### src/common/mz_bus_pkg.sv
package mz_bus_pkg;

        localparam int ADDR_W     = 24;         // Host address bus
        localparam int DATA_W     = 32;         // Host and RAM data
        localparam int LANES      = 4;          // Byte lanes per word
        localparam int WORD_IDX_W = 9;          // 512 RAM words

        // Host address, whole or split into word index and byte offset
        typedef union packed {
                logic [ADDR_W-1:0] raw;
                struct packed {
                        logic [ADDR_W-WORD_IDX_W-3:0] unused;   // Above the RAM window
                        logic [WORD_IDX_W-1:0]        word_idx;
                        logic [1:0]                   byte_off; // Lanes come from byte_n
                } fields;
        } mz_addr_u;

        // Bus FSM states
        typedef enum logic [2:0] {
                bus_idle,               // Wait for strobe
                bus_lanes,              // Form byte-lane writes
                bus_settle,             // Write lands
                bus_read,               // One RAM read cycle
                bus_ack,                // Raise dtack
                bus_hold,               // Until host drops as
                bus_batch               // Adder running
        } bus_state_e;

endpackage

### src/common/pair_add_pkg.sv
package pair_add_pkg;

        localparam int PAIR_COUNT   = 10;       // Operand pairs per batch
        localparam int OPERAND_BASE = 1;        // Words 1..20 hold operands
        localparam int RESULT_BASE  = 21;       // Sums go to 21..30
        localparam int TRIGGER_WORD = 0;        // Any access here starts a batch

        // Six steps per pair
        typedef enum logic [2:0] {
                fetch_a,
                take_a,
                fetch_b,
                take_b,
                write_sum,
                advance
        } add_state_e;

endpackage

### src/common/ram_port_if.sv
`timescale 1ns/1ns

interface ram_port_if;

        logic                                en;
        logic [mz_bus_pkg::LANES-1:0]        wr_lanes;  // Per byte lane
        logic [mz_bus_pkg::WORD_IDX_W-1:0]   word_idx;
        logic [mz_bus_pkg::DATA_W-1:0]       wdata;
        logic [mz_bus_pkg::DATA_W-1:0]       rdata;     // Valid cycle after en

        // Requester side
        modport master (
                output en,
                output wr_lanes,
                output word_idx,
                output wdata,
                input  rdata
        );

        // RAM side
        modport slave (
                input  en,
                input  wr_lanes,
                input  word_idx,
                input  wdata,
                output rdata
        );

endinterface

### src/pair_add_execute.sv
`timescale 1ns/1ns

module pair_add_execute (
        input  logic       buffered_clk,
        input  logic       SYS_RST_N,
        input  logic       start,
        input  logic       irq_enable,
        input  logic       idle,        // Bus FSM idle
        output logic       busy,
        output logic       done,
        output logic       irq,
        ram_port_if.master seq_port
);

        typedef logic [mz_bus_pkg::WORD_IDX_W-1:0] idx_t;

        pair_add_pkg::add_state_e      state;
        idx_t                          op_idx;          // First operand of pair
        idx_t                          sum_idx;
        logic [mz_bus_pkg::DATA_W-1:0] op_a;
        logic [mz_bus_pkg::DATA_W-1:0] op_b;
        logic                          last_pair;
        logic                          pending;         // Interrupt held back

        assign last_pair = (sum_idx ==
                idx_t'(pair_add_pkg::RESULT_BASE + pair_add_pkg::PAIR_COUNT - 1));

        // ----------------------------------------------------------
        // RAM requests straight from state
        // ----------------------------------------------------------
        assign seq_port.en = busy && (state == pair_add_pkg::fetch_a ||
                state == pair_add_pkg::fetch_b || state == pair_add_pkg::write_sum);
        assign seq_port.wr_lanes =
                {mz_bus_pkg::LANES{busy && state == pair_add_pkg::write_sum}};
        assign seq_port.wdata = op_a + op_b;    // Wraps at 32 bits

        always_comb begin
                case (state)
                pair_add_pkg::fetch_b:   seq_port.word_idx = op_idx + idx_t'(1);
                pair_add_pkg::write_sum: seq_port.word_idx = sum_idx;
                default:                 seq_port.word_idx = op_idx;
                endcase
        end

        always_ff @(posedge buffered_clk) begin
                if (state == pair_add_pkg::take_a) begin
                        op_a <= seq_port.rdata;
                end
                if (state == pair_add_pkg::take_b) begin
                        op_b <= seq_port.rdata;
                end
        end

        // ----------------------------------------------------------
        // Sequencer
        // ----------------------------------------------------------
        always_ff @(posedge buffered_clk or negedge SYS_RST_N) begin
                if (!SYS_RST_N) begin
                        state   <= pair_add_pkg::fetch_a;
                        busy    <= 1'b0;
                        done    <= 1'b0;
                        op_idx  <= '0;
                        sum_idx <= '0;
                end else begin
                        done <= 1'b0;
                        if (!busy) begin
                                if (start) begin
                                        busy    <= 1'b1;
                                        state   <= pair_add_pkg::fetch_a;
                                        op_idx  <= idx_t'(pair_add_pkg::OPERAND_BASE);
                                        sum_idx <= idx_t'(pair_add_pkg::RESULT_BASE);
                                end
                        end else begin
                                case (state)
                                pair_add_pkg::fetch_a:   state <= pair_add_pkg::take_a;
                                pair_add_pkg::take_a:    state <= pair_add_pkg::fetch_b;
                                pair_add_pkg::fetch_b:   state <= pair_add_pkg::take_b;
                                pair_add_pkg::take_b:    state <= pair_add_pkg::write_sum;
                                pair_add_pkg::write_sum: state <= pair_add_pkg::advance;
                                default: begin                  // advance
                                        state   <= pair_add_pkg::fetch_a;
                                        op_idx  <= op_idx + idx_t'(2);
                                        sum_idx <= sum_idx + idx_t'(1);
                                        if (last_pair) begin    // Tenth sum written
                                                busy <= 1'b0;
                                                done <= 1'b1;
                                        end
                                end
                                endcase
                        end
                end
        end

        // Interrupt at done, or later once enabled and bus idle
        always_ff @(posedge buffered_clk or negedge SYS_RST_N) begin
                if (!SYS_RST_N) begin
                        irq     <= 1'b0;
                        pending <= 1'b0;
                end else begin
                        irq <= 1'b0;
                        if (done) begin
                                irq     <= irq_enable;
                                pending <= !irq_enable;
                        end else if (pending && irq_enable && idle) begin
                                irq     <= 1'b1;
                                pending <= 1'b0;
                        end
                end
        end

        assert property (@(posedge buffered_clk) disable iff (!SYS_RST_N)
                start |-> !busy);       // Decode waits in batch for done

        assert property (@(posedge buffered_clk) disable iff (!SYS_RST_N)
                irq |=> !irq);

endmodule

### src/flat_wrapper.sv
// flat-port wrapper written by rule: the top's interface ports become plain ports
module pair_add_execute_flat 
  (buffered_clk, SYS_RST_N, start, irq_enable, idle, busy, done, irq, seq_port_en, seq_port_wr_lanes, seq_port_word_idx, seq_port_wdata, seq_port_rdata);
  ram_port_if seq_port_i ();
  input  logic buffered_clk;
  input  logic SYS_RST_N;
  input  logic start;
  input  logic irq_enable;
  input  logic idle;
  output logic busy;
  output logic done;
  output logic irq;
  output wire logic [$bits(seq_port_i.en)-1:0] seq_port_en;
  output wire logic [$bits(seq_port_i.wr_lanes)-1:0] seq_port_wr_lanes;
  output wire logic [$bits(seq_port_i.word_idx)-1:0] seq_port_word_idx;
  output wire logic [$bits(seq_port_i.wdata)-1:0] seq_port_wdata;
  input wire logic [$bits(seq_port_i.rdata)-1:0] seq_port_rdata;
  assign seq_port_en = seq_port_i.en;
  assign seq_port_wr_lanes = seq_port_i.wr_lanes;
  assign seq_port_word_idx = seq_port_i.word_idx;
  assign seq_port_wdata = seq_port_i.wdata;
  assign seq_port_i.rdata = seq_port_rdata;
  pair_add_execute u_core (.buffered_clk(buffered_clk), .SYS_RST_N(SYS_RST_N), .start(start), .irq_enable(irq_enable), .idle(idle), .busy(busy), .done(done), .irq(irq), .seq_port(seq_port_i));
endmodule
### config.mk
export PLATFORM = sky130hd
export DESIGN_NAME = pair_add_execute_flat
export DESIGN_NICKNAME = d
export VERILOG_FILES = /design/src/common/mz_bus_pkg.sv /design/src/common/pair_add_pkg.sv /design/src/common/ram_port_if.sv /design/src/pair_add_execute.sv /design/src/flat_wrapper.sv
export SDC_FILE = /design/constraint.sdc
export NUM_CORES = 1
export LEC_CHECK = 0
export ABC_AREA = 1
export BUFFER_PORTS_ARGS = -buffer_cell sky130_fd_sc_hd__buf_4
export CORE_AREA = 5 5 120 122
export DETAILED_ROUTE_END_ITERATION = 10
export DIE_AREA = 0 0 125 127
export SYNTH_ARGS = -nofsm -noshare
export SYNTH_HDL_FRONTEND = slang
export SYNTH_SLANG_ARGS = --single-unit
### constraint.sdc
create_clock -name buffered_clk -period 7.75 [get_ports buffered_clk]
set_clock_uncertainty 0.2 [all_clocks]
set_input_delay 1.55 -clock buffered_clk [delete_from_list [all_inputs] [get_ports buffered_clk]]
set_output_delay 1.55 -clock buffered_clk [all_outputs]
set_load 0.02 [all_outputs]
==> metrics.cfg <==
[power]
power_density_nw_per_um2=420
p_sw_w=0.00136
p_comb_share_pct=58.0
p_seq_share_pct=25.6
p_int_w=0.00155
clockPowerShare_pct=16.4
leakage_nw=3.62
switching_share_pct=46.6
peakVddDrop_mv=0.221

[cts]
clk_path_buf_depth=2
cts_sinks=89
cts_hold_buf=0
cts_tree=done
clk_pin_slew_ns=0.06
root_buffer=clkbuf_16
cts_made_buffers=9
ctsResizeCount=0
insertion_delay_ns=0.34
htreeDepth=3
post_cts_buffers=0

[placement]
portBuffers=85
dp_hpwl_microns=11200
place_congestion=0.936
placedCellCount=1014

[logic_synthesis]
synthTopCellsByArea=edfxtp_1 33%, nand2_1 17%, dfrtp_1 11%
syn_avg_cell_area_sq_um=7.61
synthTopCellsByCount=257 x nand2_1, 152 x inv_1, 64 x edfxtp_1
synth_enable_flop_cells=64
netlist_area_sq_um=5770
syn-instance-count=758
ys_seq_elements=89
synth_nets=831
yosysSeqAreaShare_pct=44.2
async_flop_share_pct=28.1
yosysTopAreaCellShare_pct=33.3
yosysMostFrequentCell=nand2_1
synth_largest_area_cell=edfxtp_1
yosys_warnings=0
synth_top_flop_cell=edfxtp_1
ys_types=34

[sta]
rsz0062_at_grt=false
setup_viol=0
hold_viol_final=0
finalSetupTns_ns=0
report.final.slew_viol_count=0
fmax_ghz=0.244
slew_headroom_pct=29.0
tightestPinTransition_ns=1.06
fin_crit_sh_pct=52.9
min_period_ns=4.10

[min_path]
hold_path_class=flip-flop to flip-flop
worstHoldPathCells=1

[global_route]
antenna_found_initial=0
grt_pass1_wl_microns=24100
met1_usage_pct=24.9
grt_pass1_vias=5027
grt_util_all_layers_pct=18.6
grt_overflow=0
gr-max-usage-layer=met2
met3_usage_pct=2.88
grt_max_degree=34
gr-usage-met2_pct=30.9

[setup_path]
worstPathArrival_ns=2.35
crit_type=flip-flop to output port
r2r_cells=5
crit_path_end_kind=output port
cp_data_required_time_ns=6.00
path_max_fanout=4
startpoint_type=flip-flop

[floorplanning]
start_util_pct=44.1
fp.dieW_microns=125
rows=42
die_area_sq_um=15900
ios=86
core_sq_um=13100
die_h_microns=127

[layout]
final_nets=922
layout-drive-gt1-share_pct=13.6
instances_no_fill=1030
syn2layout_area_growth_pct=20.0
diodes=0

[route]
drt_first_pass_iters=8
avgViaCountPerCell=4.90
totalWireLength_microns=14300
wl_per_cell_microns=13.9
drc_errors=0
ant_nets=0
vias=5046
drtIter0Drc=312

[outcome]
status=finished clean

[job]
maxCapViolCount=0

## layout by cell type, fill, tap and decap left out, types with 2 or more instances in the layout
cell,Yosys,final
ha_1,35,35
clkbuf_1,0,2
nor2_1,53,51
nand4_1,8,8
o221ai_1,8,8
xor2_1,14,14
nand2_2,9,9
o31ai_1,2,2
inv_1,152,152
o22ai_1,4,4
buf_4,4,85
xnor2_1,2,2
dfrtp_1,25,25
o21ai_0,25,25
a21oi_1,22,22
nand2_1,257,257
o21bai_1,2,2
o211ai_1,2,2
nand3_2,2,2
bufinv_16,0,2
o21a_1,2,2
nand3_1,43,43
nor2_4,1,3
nor3_1,11,11
edfxtp_1,64,64
clkbuf_16,0,9
## through the flow
stage	util, %	worst slack (ns)	cell area [sq um]	total power (W)	hold slack, ns
final	52.9	3.65	6920	0.00291	0.290
after global placement	50.5	4.06	6610	0.00243	0.277
after floorplan	-	4.18	5770	0.00185	0.256
after global routing	52.9	3.49	6920	0.00316	0.316
after detailed placement	50.5	3.99	6610	0.00245	0.283
after CTS	52.9	3.62	6920	0.00293	0.292
## power by group through the flow
stage                     sequential [W]  clock [W]  combinational (W)
final                           0.000745   0.000476            0.00169
after global routing            0.000762   0.000508            0.00189
after CTS                       0.000746   0.000487            0.00170
after detailed placement        0.000755          0            0.00170
after global placement          0.000750          0            0.00168
after floorplan                 0.000738          0            0.00111
## worst max-delay path, stage by stage, from the launching register on
cell and delay, ns:
edfxtp_1 0.36, ha_1 0.25, fa_1 0.46, nand3_1 0.13, nand3_2 0.09, nand2_1 0.08, nand2_2 0.08, nand2_1 0.08
nand2_2 0.08, nand2_1 0.10, nand2_1 0.05, nand2_1 0.05, nand2_1 0.04, buf_4 0.15
## flip-flops by register name (all words and copies together) (netlist names), 3 cells and up
signal	count
u_core.state	3
u_core.op_idx	9
u_core.op_a	32
u_core.op_b	32
u_core.sum_idx	9
## layout make-up
type / count / area [sq um]
fill: 1278 / 6160
multi-input combinational: 510 / 2620
sequential: 89 / 2550
timing repair buffer: 85 / 638
inverter: 154 / 578
clock buffer: 11 / 233
tap: 176 / 220
clock inverter: 5 / 81.3
## cells by family (layout without fill, tap and decap cells)
| family | count (synthesis) | after routing | synth area share [%] |
|---|---|---|---|
| AO/OA/AOI/OAI | 71 | 71 | 7.27 |
| XOR/XNOR | 16 | 16 | 2.43 |
| adder cells (fa/ha/maj) | 36 | 36 | 7.94 |
| buffers and inverters | 159 | 255 | 10.6 |
| flip-flops | 89 | 89 | 44.2 |
| AND/OR/NAND/NOR | 387 | 387 | 27.6 |
## per-layer routing
layer  up-vias  part of all wire (%)
met5         -                     0
met4         0                   1.9
met2       126                    46
li1       2596                     -
met1      2301                    47
met3        23                   4.9
## final timing paths
kind	start	endpoint	slack [ns]
worst min register to register	u_core.sum_idx[3]	u_core.sum_idx[3]	0.29
min in group asynchronous	SYS_RST_N	u_core.op_idx[0]	0.90
max in group asynchronous	SYS_RST_N	u_core.sum_idx[0]	6.18
worst max register to register	u_core.state[2]	u_core.state[1]	5.66
worst min-delay path	u_core.sum_idx[3]	u_core.sum_idx[3]	0.29
worst max-delay path	u_core.op_b[0]	seq_port_wdata[20]	3.65
Power figures use the tool's default switching activity.
