<file path="config.mk">
export PLATFORM = sky130hd
export DESIGN_NAME = mz_bus_decode_flat
export DESIGN_NICKNAME = d
export VERILOG_FILES = /design/src/common/mz_bus_pkg.sv /design/src/common/pair_add_pkg.sv /design/src/common/ram_port_if.sv /design/src/mz_bus_decode.sv /design/src/flat_wrapper.sv
export SDC_FILE = /design/constraint.sdc
export NUM_CORES = 1
export LEC_CHECK = 0
export BUFFER_PORTS_ARGS = -buffer_cell sky130_fd_sc_hd__buf_2
export CAP_MARGIN = 20
export CORE_MARGIN = 2
export CORE_UTILIZATION = 42
export DETAILED_ROUTE_END_ITERATION = 12
export PLACE_DENSITY = 0.79
export SYNTH_ARGS = -nofsm -noshare
export SYNTH_HDL_FRONTEND = slang
export SYNTH_SLANG_ARGS = --single-unit
</file>
<file path="constraint.sdc">
create_clock -name buffered_clk -period 2.7 [get_ports buffered_clk]
set_clock_uncertainty 0.1 [all_clocks]
set_input_delay 0.54 -clock buffered_clk [delete_from_list [all_inputs] [get_ports buffered_clk]]
set_output_delay 0.54 -clock buffered_clk [all_outputs]
set_load 0.005 [all_outputs]
</file>
<file path="src/common/mz_bus_pkg.sv">
package mz_bus_pkg;

        localparam int ADDR_W     = 24;         // Host address bus
        localparam int DATA_W     = 32;         // Host and RAM data
        localparam int LANES      = 4;          // Byte lanes per word
        localparam int WORD_IDX_W = 9;          // 512 RAM words

        // Host address, whole or split into word index and byte offset
        typedef union packed {
                logic [ADDR_W-1:0] raw;
                struct packed {
                        logic [ADDR_W-WORD_IDX_W-3:0] unused;   // Above the RAM window
                        logic [WORD_IDX_W-1:0]        word_idx;
                        logic [1:0]                   byte_off; // Lanes come from byte_n
                } fields;
        } mz_addr_u;

        // Bus FSM states
        typedef enum logic [2:0] {
                bus_idle,               // Wait for strobe
                bus_lanes,              // Form byte-lane writes
                bus_settle,             // Write lands
                bus_read,               // One RAM read cycle
                bus_ack,                // Raise dtack
                bus_hold,               // Until host drops as
                bus_batch               // Adder running
        } bus_state_e;

endpackage

</file>
<file path="src/common/pair_add_pkg.sv">
package pair_add_pkg;

        localparam int PAIR_COUNT   = 10;       // Operand pairs per batch
        localparam int OPERAND_BASE = 1;        // Words 1..20 hold operands
        localparam int RESULT_BASE  = 21;       // Sums go to 21..30
        localparam int TRIGGER_WORD = 0;        // Any access here starts a batch

        // Six steps per pair
        typedef enum logic [2:0] {
                fetch_a,
                take_a,
                fetch_b,
                take_b,
                write_sum,
                advance
        } add_state_e;

endpackage

</file>
<file path="src/common/ram_port_if.sv">
`timescale 1ns/1ns

interface ram_port_if;

        logic                                en;
        logic [mz_bus_pkg::LANES-1:0]        wr_lanes;  // Per byte lane
        logic [mz_bus_pkg::WORD_IDX_W-1:0]   word_idx;
        logic [mz_bus_pkg::DATA_W-1:0]       wdata;
        logic [mz_bus_pkg::DATA_W-1:0]       rdata;     // Valid cycle after en

        // Requester side
        modport master (
                output en,
                output wr_lanes,
                output word_idx,
                output wdata,
                input  rdata
        );

        // RAM side
        modport slave (
                input  en,
                input  wr_lanes,
                input  word_idx,
                input  wdata,
                output rdata
        );

endinterface

</file>
<file path="src/mz_bus_decode.sv">
`timescale 1ns/1ns

module mz_bus_decode (
        input  logic                          buffered_clk,
        input  logic                          SYS_RST_N,
        input  logic                          as,
        input  logic                          rw,
        input  logic                          rw_raw,
        input  logic [mz_bus_pkg::LANES-1:0]  byte_n,
        input  logic [mz_bus_pkg::ADDR_W-1:0] addr,
        input  logic [mz_bus_pkg::DATA_W-1:0] wdata,
        input  logic                          done,         // Batch finished
        output logic [mz_bus_pkg::DATA_W-1:0] rdata,
        output logic                          rdata_oe,
        output logic                          dtack,
        output logic                          start,        // One-cycle batch kick
        output logic                          idle,
        ram_port_if.master                    bus_port
);

        typedef logic [mz_bus_pkg::WORD_IDX_W-1:0] idx_t;

        logic [1:0]                    as_sync;         // Two-flop strobe sync
        logic                          as_detected;
        mz_bus_pkg::bus_state_e        state;
        mz_bus_pkg::mz_addr_u          addr_q;          // Latched host address
        logic [mz_bus_pkg::DATA_W-1:0] wdata_q;
        logic [mz_bus_pkg::DATA_W-1:0] rdata_q;         // Word for the host
        logic                          rd_wait;         // Read data one cycle out

        // ----------------------------------------------------------
        // Strobe synchronizer
        // ----------------------------------------------------------
        always_ff @(posedge buffered_clk or negedge SYS_RST_N) begin
                if (!SYS_RST_N) begin
                        as_sync <= 2'b00;
                end else begin
                        as_sync <= {as_sync[0], as};
                end
        end

        // Live pin included so a dropped strobe is seen at once
        assign as_detected = as_sync[1] && as_sync[0] && as;

        assign idle              = (state == mz_bus_pkg::bus_idle);
        assign rdata_oe          = rw && as;            // Host read cycle
        assign rdata             = rdata_q;
        assign bus_port.word_idx = addr_q.fields.word_idx;
        assign bus_port.wdata    = wdata_q;

        always_ff @(posedge buffered_clk) begin
                if (idle && as_detected) begin
                        addr_q.raw <= addr;
                        wdata_q    <= wdata;
                end
                if (state == mz_bus_pkg::bus_read && rd_wait) begin
                        rdata_q <= bus_port.rdata;      // Word after the write
                end
        end

        // ----------------------------------------------------------
        // Bus FSM
        // ----------------------------------------------------------
        always_ff @(posedge buffered_clk or negedge SYS_RST_N) begin
                if (!SYS_RST_N) begin
                        state             <= mz_bus_pkg::bus_idle;
                        bus_port.en       <= 1'b0;
                        bus_port.wr_lanes <= '0;
                        dtack             <= 1'b0;
                        start             <= 1'b0;
                        rd_wait           <= 1'b0;
                end else begin
                        start <= 1'b0;
                        case (state)
                        mz_bus_pkg::bus_idle: begin
                                dtack <= 1'b0;
                                if (as_detected) begin
                                        state <= mz_bus_pkg::bus_lanes;
                                end
                        end
                        mz_bus_pkg::bus_lanes: begin
                                if (as_detected) begin
                                        bus_port.en       <= 1'b1;
                                        // Raw r/w gates every lane
                                        bus_port.wr_lanes <= ~byte_n &
                                                {mz_bus_pkg::LANES{~rw_raw}};
                                        state             <= mz_bus_pkg::bus_settle;
                                end else begin
                                        state <= mz_bus_pkg::bus_ack;   // Early drop
                                end
                        end
                        mz_bus_pkg::bus_settle: begin
                                bus_port.wr_lanes <= '0;        // Write done this cycle
                                state             <= mz_bus_pkg::bus_read;
                        end
                        mz_bus_pkg::bus_read: begin
                                rd_wait <= ~rd_wait;
                                if (rd_wait) begin
                                        bus_port.en <= 1'b0;    // Hand RAM over
                                        if (addr_q.fields.word_idx ==
                                            idx_t'(pair_add_pkg::TRIGGER_WORD)) begin
                                                start <= 1'b1;
                                                state <= mz_bus_pkg::bus_batch;
                                        end else begin
                                                state <= mz_bus_pkg::bus_ack;
                                        end
                                end
                        end
                        mz_bus_pkg::bus_batch: begin
                                if (done) begin
                                        state <= mz_bus_pkg::bus_ack;
                                end
                        end
                        mz_bus_pkg::bus_ack: begin
                                dtack <= 1'b1;
                                state <= mz_bus_pkg::bus_hold;
                        end
                        mz_bus_pkg::bus_hold: begin
                                if (!as_detected) begin         // Host let go
                                        dtack <= 1'b0;
                                        state <= mz_bus_pkg::bus_idle;
                                end
                        end
                        default: state <= mz_bus_pkg::bus_idle;
                        endcase
                end
        end

        // No acknowledge while the batch started here is still running
        assert property (@(posedge buffered_clk) disable iff (!SYS_RST_N)
                state == mz_bus_pkg::bus_batch |-> !dtack);

        assert property (@(posedge buffered_clk) disable iff (!SYS_RST_N)
                state == mz_bus_pkg::bus_read |-> bus_port.wr_lanes == '0);

endmodule

</file>
<file path="src/flat_wrapper.sv">
// flat-port wrapper written by rule: the top's interface ports become plain ports
module mz_bus_decode_flat 
  (buffered_clk, SYS_RST_N, as, rw, rw_raw, byte_n, addr, wdata, done, rdata, rdata_oe, dtack, start, idle, bus_port_en, bus_port_wr_lanes, bus_port_word_idx, bus_port_wdata, bus_port_rdata);
  ram_port_if bus_port_i ();
  input  logic buffered_clk;
  input  logic SYS_RST_N;
  input  logic as;
  input  logic rw;
  input  logic rw_raw;
  input  logic [mz_bus_pkg::LANES-1:0] byte_n;
  input  logic [mz_bus_pkg::ADDR_W-1:0] addr;
  input  logic [mz_bus_pkg::DATA_W-1:0] wdata;
  input  logic done;
  output logic [mz_bus_pkg::DATA_W-1:0] rdata;
  output logic rdata_oe;
  output logic dtack;
  output logic start;
  output logic idle;
  output wire logic [$bits(bus_port_i.en)-1:0] bus_port_en;
  output wire logic [$bits(bus_port_i.wr_lanes)-1:0] bus_port_wr_lanes;
  output wire logic [$bits(bus_port_i.word_idx)-1:0] bus_port_word_idx;
  output wire logic [$bits(bus_port_i.wdata)-1:0] bus_port_wdata;
  input wire logic [$bits(bus_port_i.rdata)-1:0] bus_port_rdata;
  assign bus_port_en = bus_port_i.en;
  assign bus_port_wr_lanes = bus_port_i.wr_lanes;
  assign bus_port_word_idx = bus_port_i.word_idx;
  assign bus_port_wdata = bus_port_i.wdata;
  assign bus_port_i.rdata = bus_port_rdata;
  mz_bus_decode u_core (.buffered_clk(buffered_clk), .SYS_RST_N(SYS_RST_N), .as(as), .rw(rw), .rw_raw(rw_raw), .byte_n(byte_n), .addr(addr), .wdata(wdata), .done(done), .rdata(rdata), .rdata_oe(rdata_oe), .dtack(dtack), .start(start), .idle(idle), .bus_port(bus_port_i));
endmodule
</file>
==> run_results.csv <==
group,metric,value,unit
status,status,"complete, no violations",
critical_path,cp-startpoint,"u_core.state[1]",
clock_tree,postCtsResizedCells,0,
logic_synthesis,ys_top_cells_by_area,"edfxtp_1 (75%), dfrtp_1 (11%), nand2_1 (1.3%)",
timing,worst_pin_slew,0.567,ns
clock_tree,clock_latency,0.33,ns
critical_path,crit_type,"reg -> out",
timing,fmax,0.502,GHz
floorplanning,dieArea,7600,um2
clock_tree,cts-root-buf,"clkbuf_8",
critical_path,cp_cell_sequence,"nor3_1, buf_2",
drt,drt-wirelength-per-cell,14.2,um
layout,layout-drive-gt1-share,59.4,%
critical_path,crit_path_end_kind,"output pin",
logic_synthesis,synth.avg_cell_area,19.8,um2
pwr,p_leak,1.75,nW
critical_path,worst_setup_path_start_kind,"flip-flop",
logic_synthesis,synth-edff-count,73,
global_route,grt_overflow,0,
logic_synthesis,synth.top_cell.area_share,75.4,%
critical_path,critPathTopFamily,"flip-flops",
timing,fin_ws,0.708,ns
clock_tree,clkTransAtPathRegs,0.08,ns
critical_path,cpMaxStageDelayCell,"dfrtp_1",
clock_tree,numCtsBuffers,9,
critical_path,crit_fanout,20,
floorplanning,core,6760,um2
hold_path,hp-class,"in -> reg",
timing,finalCritPeriodShare,73.8,%
critical_path,cp_num_buf_inv,1,
timing,finalCriticalPeriod,1.99,ns
timing,finalHoldViolCount,0,
global_route,antenna_found_initial,0,
timing,report.final.slew_viol_count,0,
global_route,grt_max_degree,42,
floorplanning,initial_core_util,43.0,%
global_route,grt_pass1_wl,8470,um
logic_synthesis,post-synth-top-area-cell,"edfxtp_1",
layout,final_nets,418,
floorplanning,rows,30,
timing,relSlewSlack,62.2,%
floorplanning,die-height,87.2,um
logic_synthesis,ys.flop_type,"edfxtp_1",
floorplanning,io_pins,180,
drt,viasPerCell,4.69,
critical_path,timing.rr.start,"u_core.state[1]",
drt,drt_first_pass_iters,4,
drt,drcViolationCount,0,
logic_synthesis,synth_area,2910,um2
clock_tree,htreeDepth,3,
layout,synthToLayoutAreaGrowth,39.6,%
timing,rsz0062_at_grt,"false",
placement,hpwl,4330,um
logic_synthesis,yosys_warnings,0,
placement,place_congestion,0.713,
placement,dp_slack,0.750,ns
pwr,peakVddDrop,0.417,mV
clock_tree,cts_buffer_depth,2,
drt,drt_iter0_markers,53,
drt,drt_wl_total,5740,um
logic_synthesis,synth_cell_type_count,36,
run,max_cap_viol_count,0,
clock_tree,cts_num_sinks,86,
global_route,first_global_vias,1843,
logic_synthesis,yosysSeqAreaShare,86.6,%
logic_synthesis,synth_seq_cells,86,
timing,setup_violations,0,
logic_synthesis,synth_nets,245,
pwr,powerDensity,746,nW/um2
layout,antenna_cells,0,
critical_path,cp.arrival,1.35,ns
logic_synthesis,synth_cells,147,
hold_path,min-delay-start,"as",
floorplanning,chipWidth,87.2,um
critical_path,required,2.06,ns
critical_path,cpPeakStageDelay,0.59,ns
global_route,track_usage,15.2,%
drt,ant_nets,0,
timing,tns,0,ns
clock_tree,cts_tree,"built",
logic_synthesis,async_reset_ff_share,15.1,%
drt,vias,1898,
placement,numPortBuffers,164,
[worst reg2reg max path, cell delays in order (launching register included)]
cell,delay [ns]
dfrtp_1,0.71
and3b_1,0.30
and2_1,0.13
buf_4,0.34
[sequential cells by signal, indices dropped and copies added (netlist names)]
| name | flops |
|---|---|
| u_core.start | 1 |
| u_core.dtack | 1 |
| u_core.addr_q | 9 |
| u_core.as_sync | 2 |
| u_core.bus_port.wdata | 32 |
| u_core.bus_port.en | 1 |
| u_core.state | 3 |
| u_core.rd_wait | 1 |
| u_core.bus_port.wr_lanes | 4 |
| u_core.rdata | 32 |
[per-layer routing]
metal,part of all wire [%],wire length [um],track usage [%]
met4,0.59,34,5.45
met2,52,2970,25.5
met5,0,0,0
met1,38,2160,16.7
met3,10,575,7.58
[synth_stat cells (all sizes together) (2+ instances only)]
master,n
nor2,5
dfrtp,13
nand4,2
nand2,11
or3,2
and2,3
o21ai,9
nor3,3
edfxtp,73
inv,2
a21oi,2
buf,5
[worst paths after layout]
check                                     end  depth (start not counted)  slack, ns
setup / recovery                         idle                          2       0.71
hold / removal              u_core.as_sync[0]                          1       0.27
setup reg to reg              u_core.rdata[4]                          3       0.77
hold reg to reg             u_core.as_sync[1]                          0       0.32
max in group asynchronous        u_core.start                          2       1.72
min in group asynchronous  u_core.bus_port.en                          2       0.54
[area by class of cell]
| type | instances | area (um2) |
|---|---|---|
| multi-input cells | 54 | 352 |
| clock inverters | 6 | 93.8 |
| inverters | 2 | 7.51 |
| flip-flops and latches | 86 | 2520 |
| repair buffers | 167 | 858 |
| well taps | 80 | 100 |
| fillers | 537 | 2700 |
| clock buffers | 10 | 128 |
[power breakdown]
part           internal [mW]  leakage, nW  switching, mW
Sequential              1.56        0.823          0.109
Clock                  0.528        0.107          0.436
Combinational          0.216        0.815          0.182
Total                   2.30         1.75          0.727
[per-stage QoR]
stage	power, mW	hold slack (ns)	std cells	cell area [um2]	utilization [%]
6_report	3.03	0.266	405	4060	60.0
3_5_place_dp	2.10	0.306	388	3820	56.6
3_3_place_gp	2.08	0.300	388	3820	56.6
4_1_cts	3.07	0.241	405	4060	60.0
5_1_grt	3.18	0.231	405	4060	60.0
2_1_floorplan	1.91	0.144	147	2910	-
[what timing repair did]
action,CTS,global route
hold buffers,1,0
buffers inserted,0,0
endpoints found under the hold margin,13,0
[cell usage in the layout (no fill, tap or decap), drive strengths merged, types with 3 or more instances in the layout]
cell | synthesis | final
nand2 | 11 | 11
nor2 | 5 | 5
nor3 | 3 | 3
dfrtp | 13 | 13
buf | 5 | 166
o21ai | 9 | 9
inv | 2 | 3
edfxtp | 73 | 73
clkbuf | 0 | 10
and2 | 3 | 3
[cells by family after synthesis]
logic type	after synthesis	share of synthesized area [%]
xor+xnor	1	0.301
buf+inv	7	1.33
compound gates	19	4.78
mux	1	0.516
simple gates	33	6.46
flops	86	86.6
Note: power is estimated with default switching activity, not from simulation.
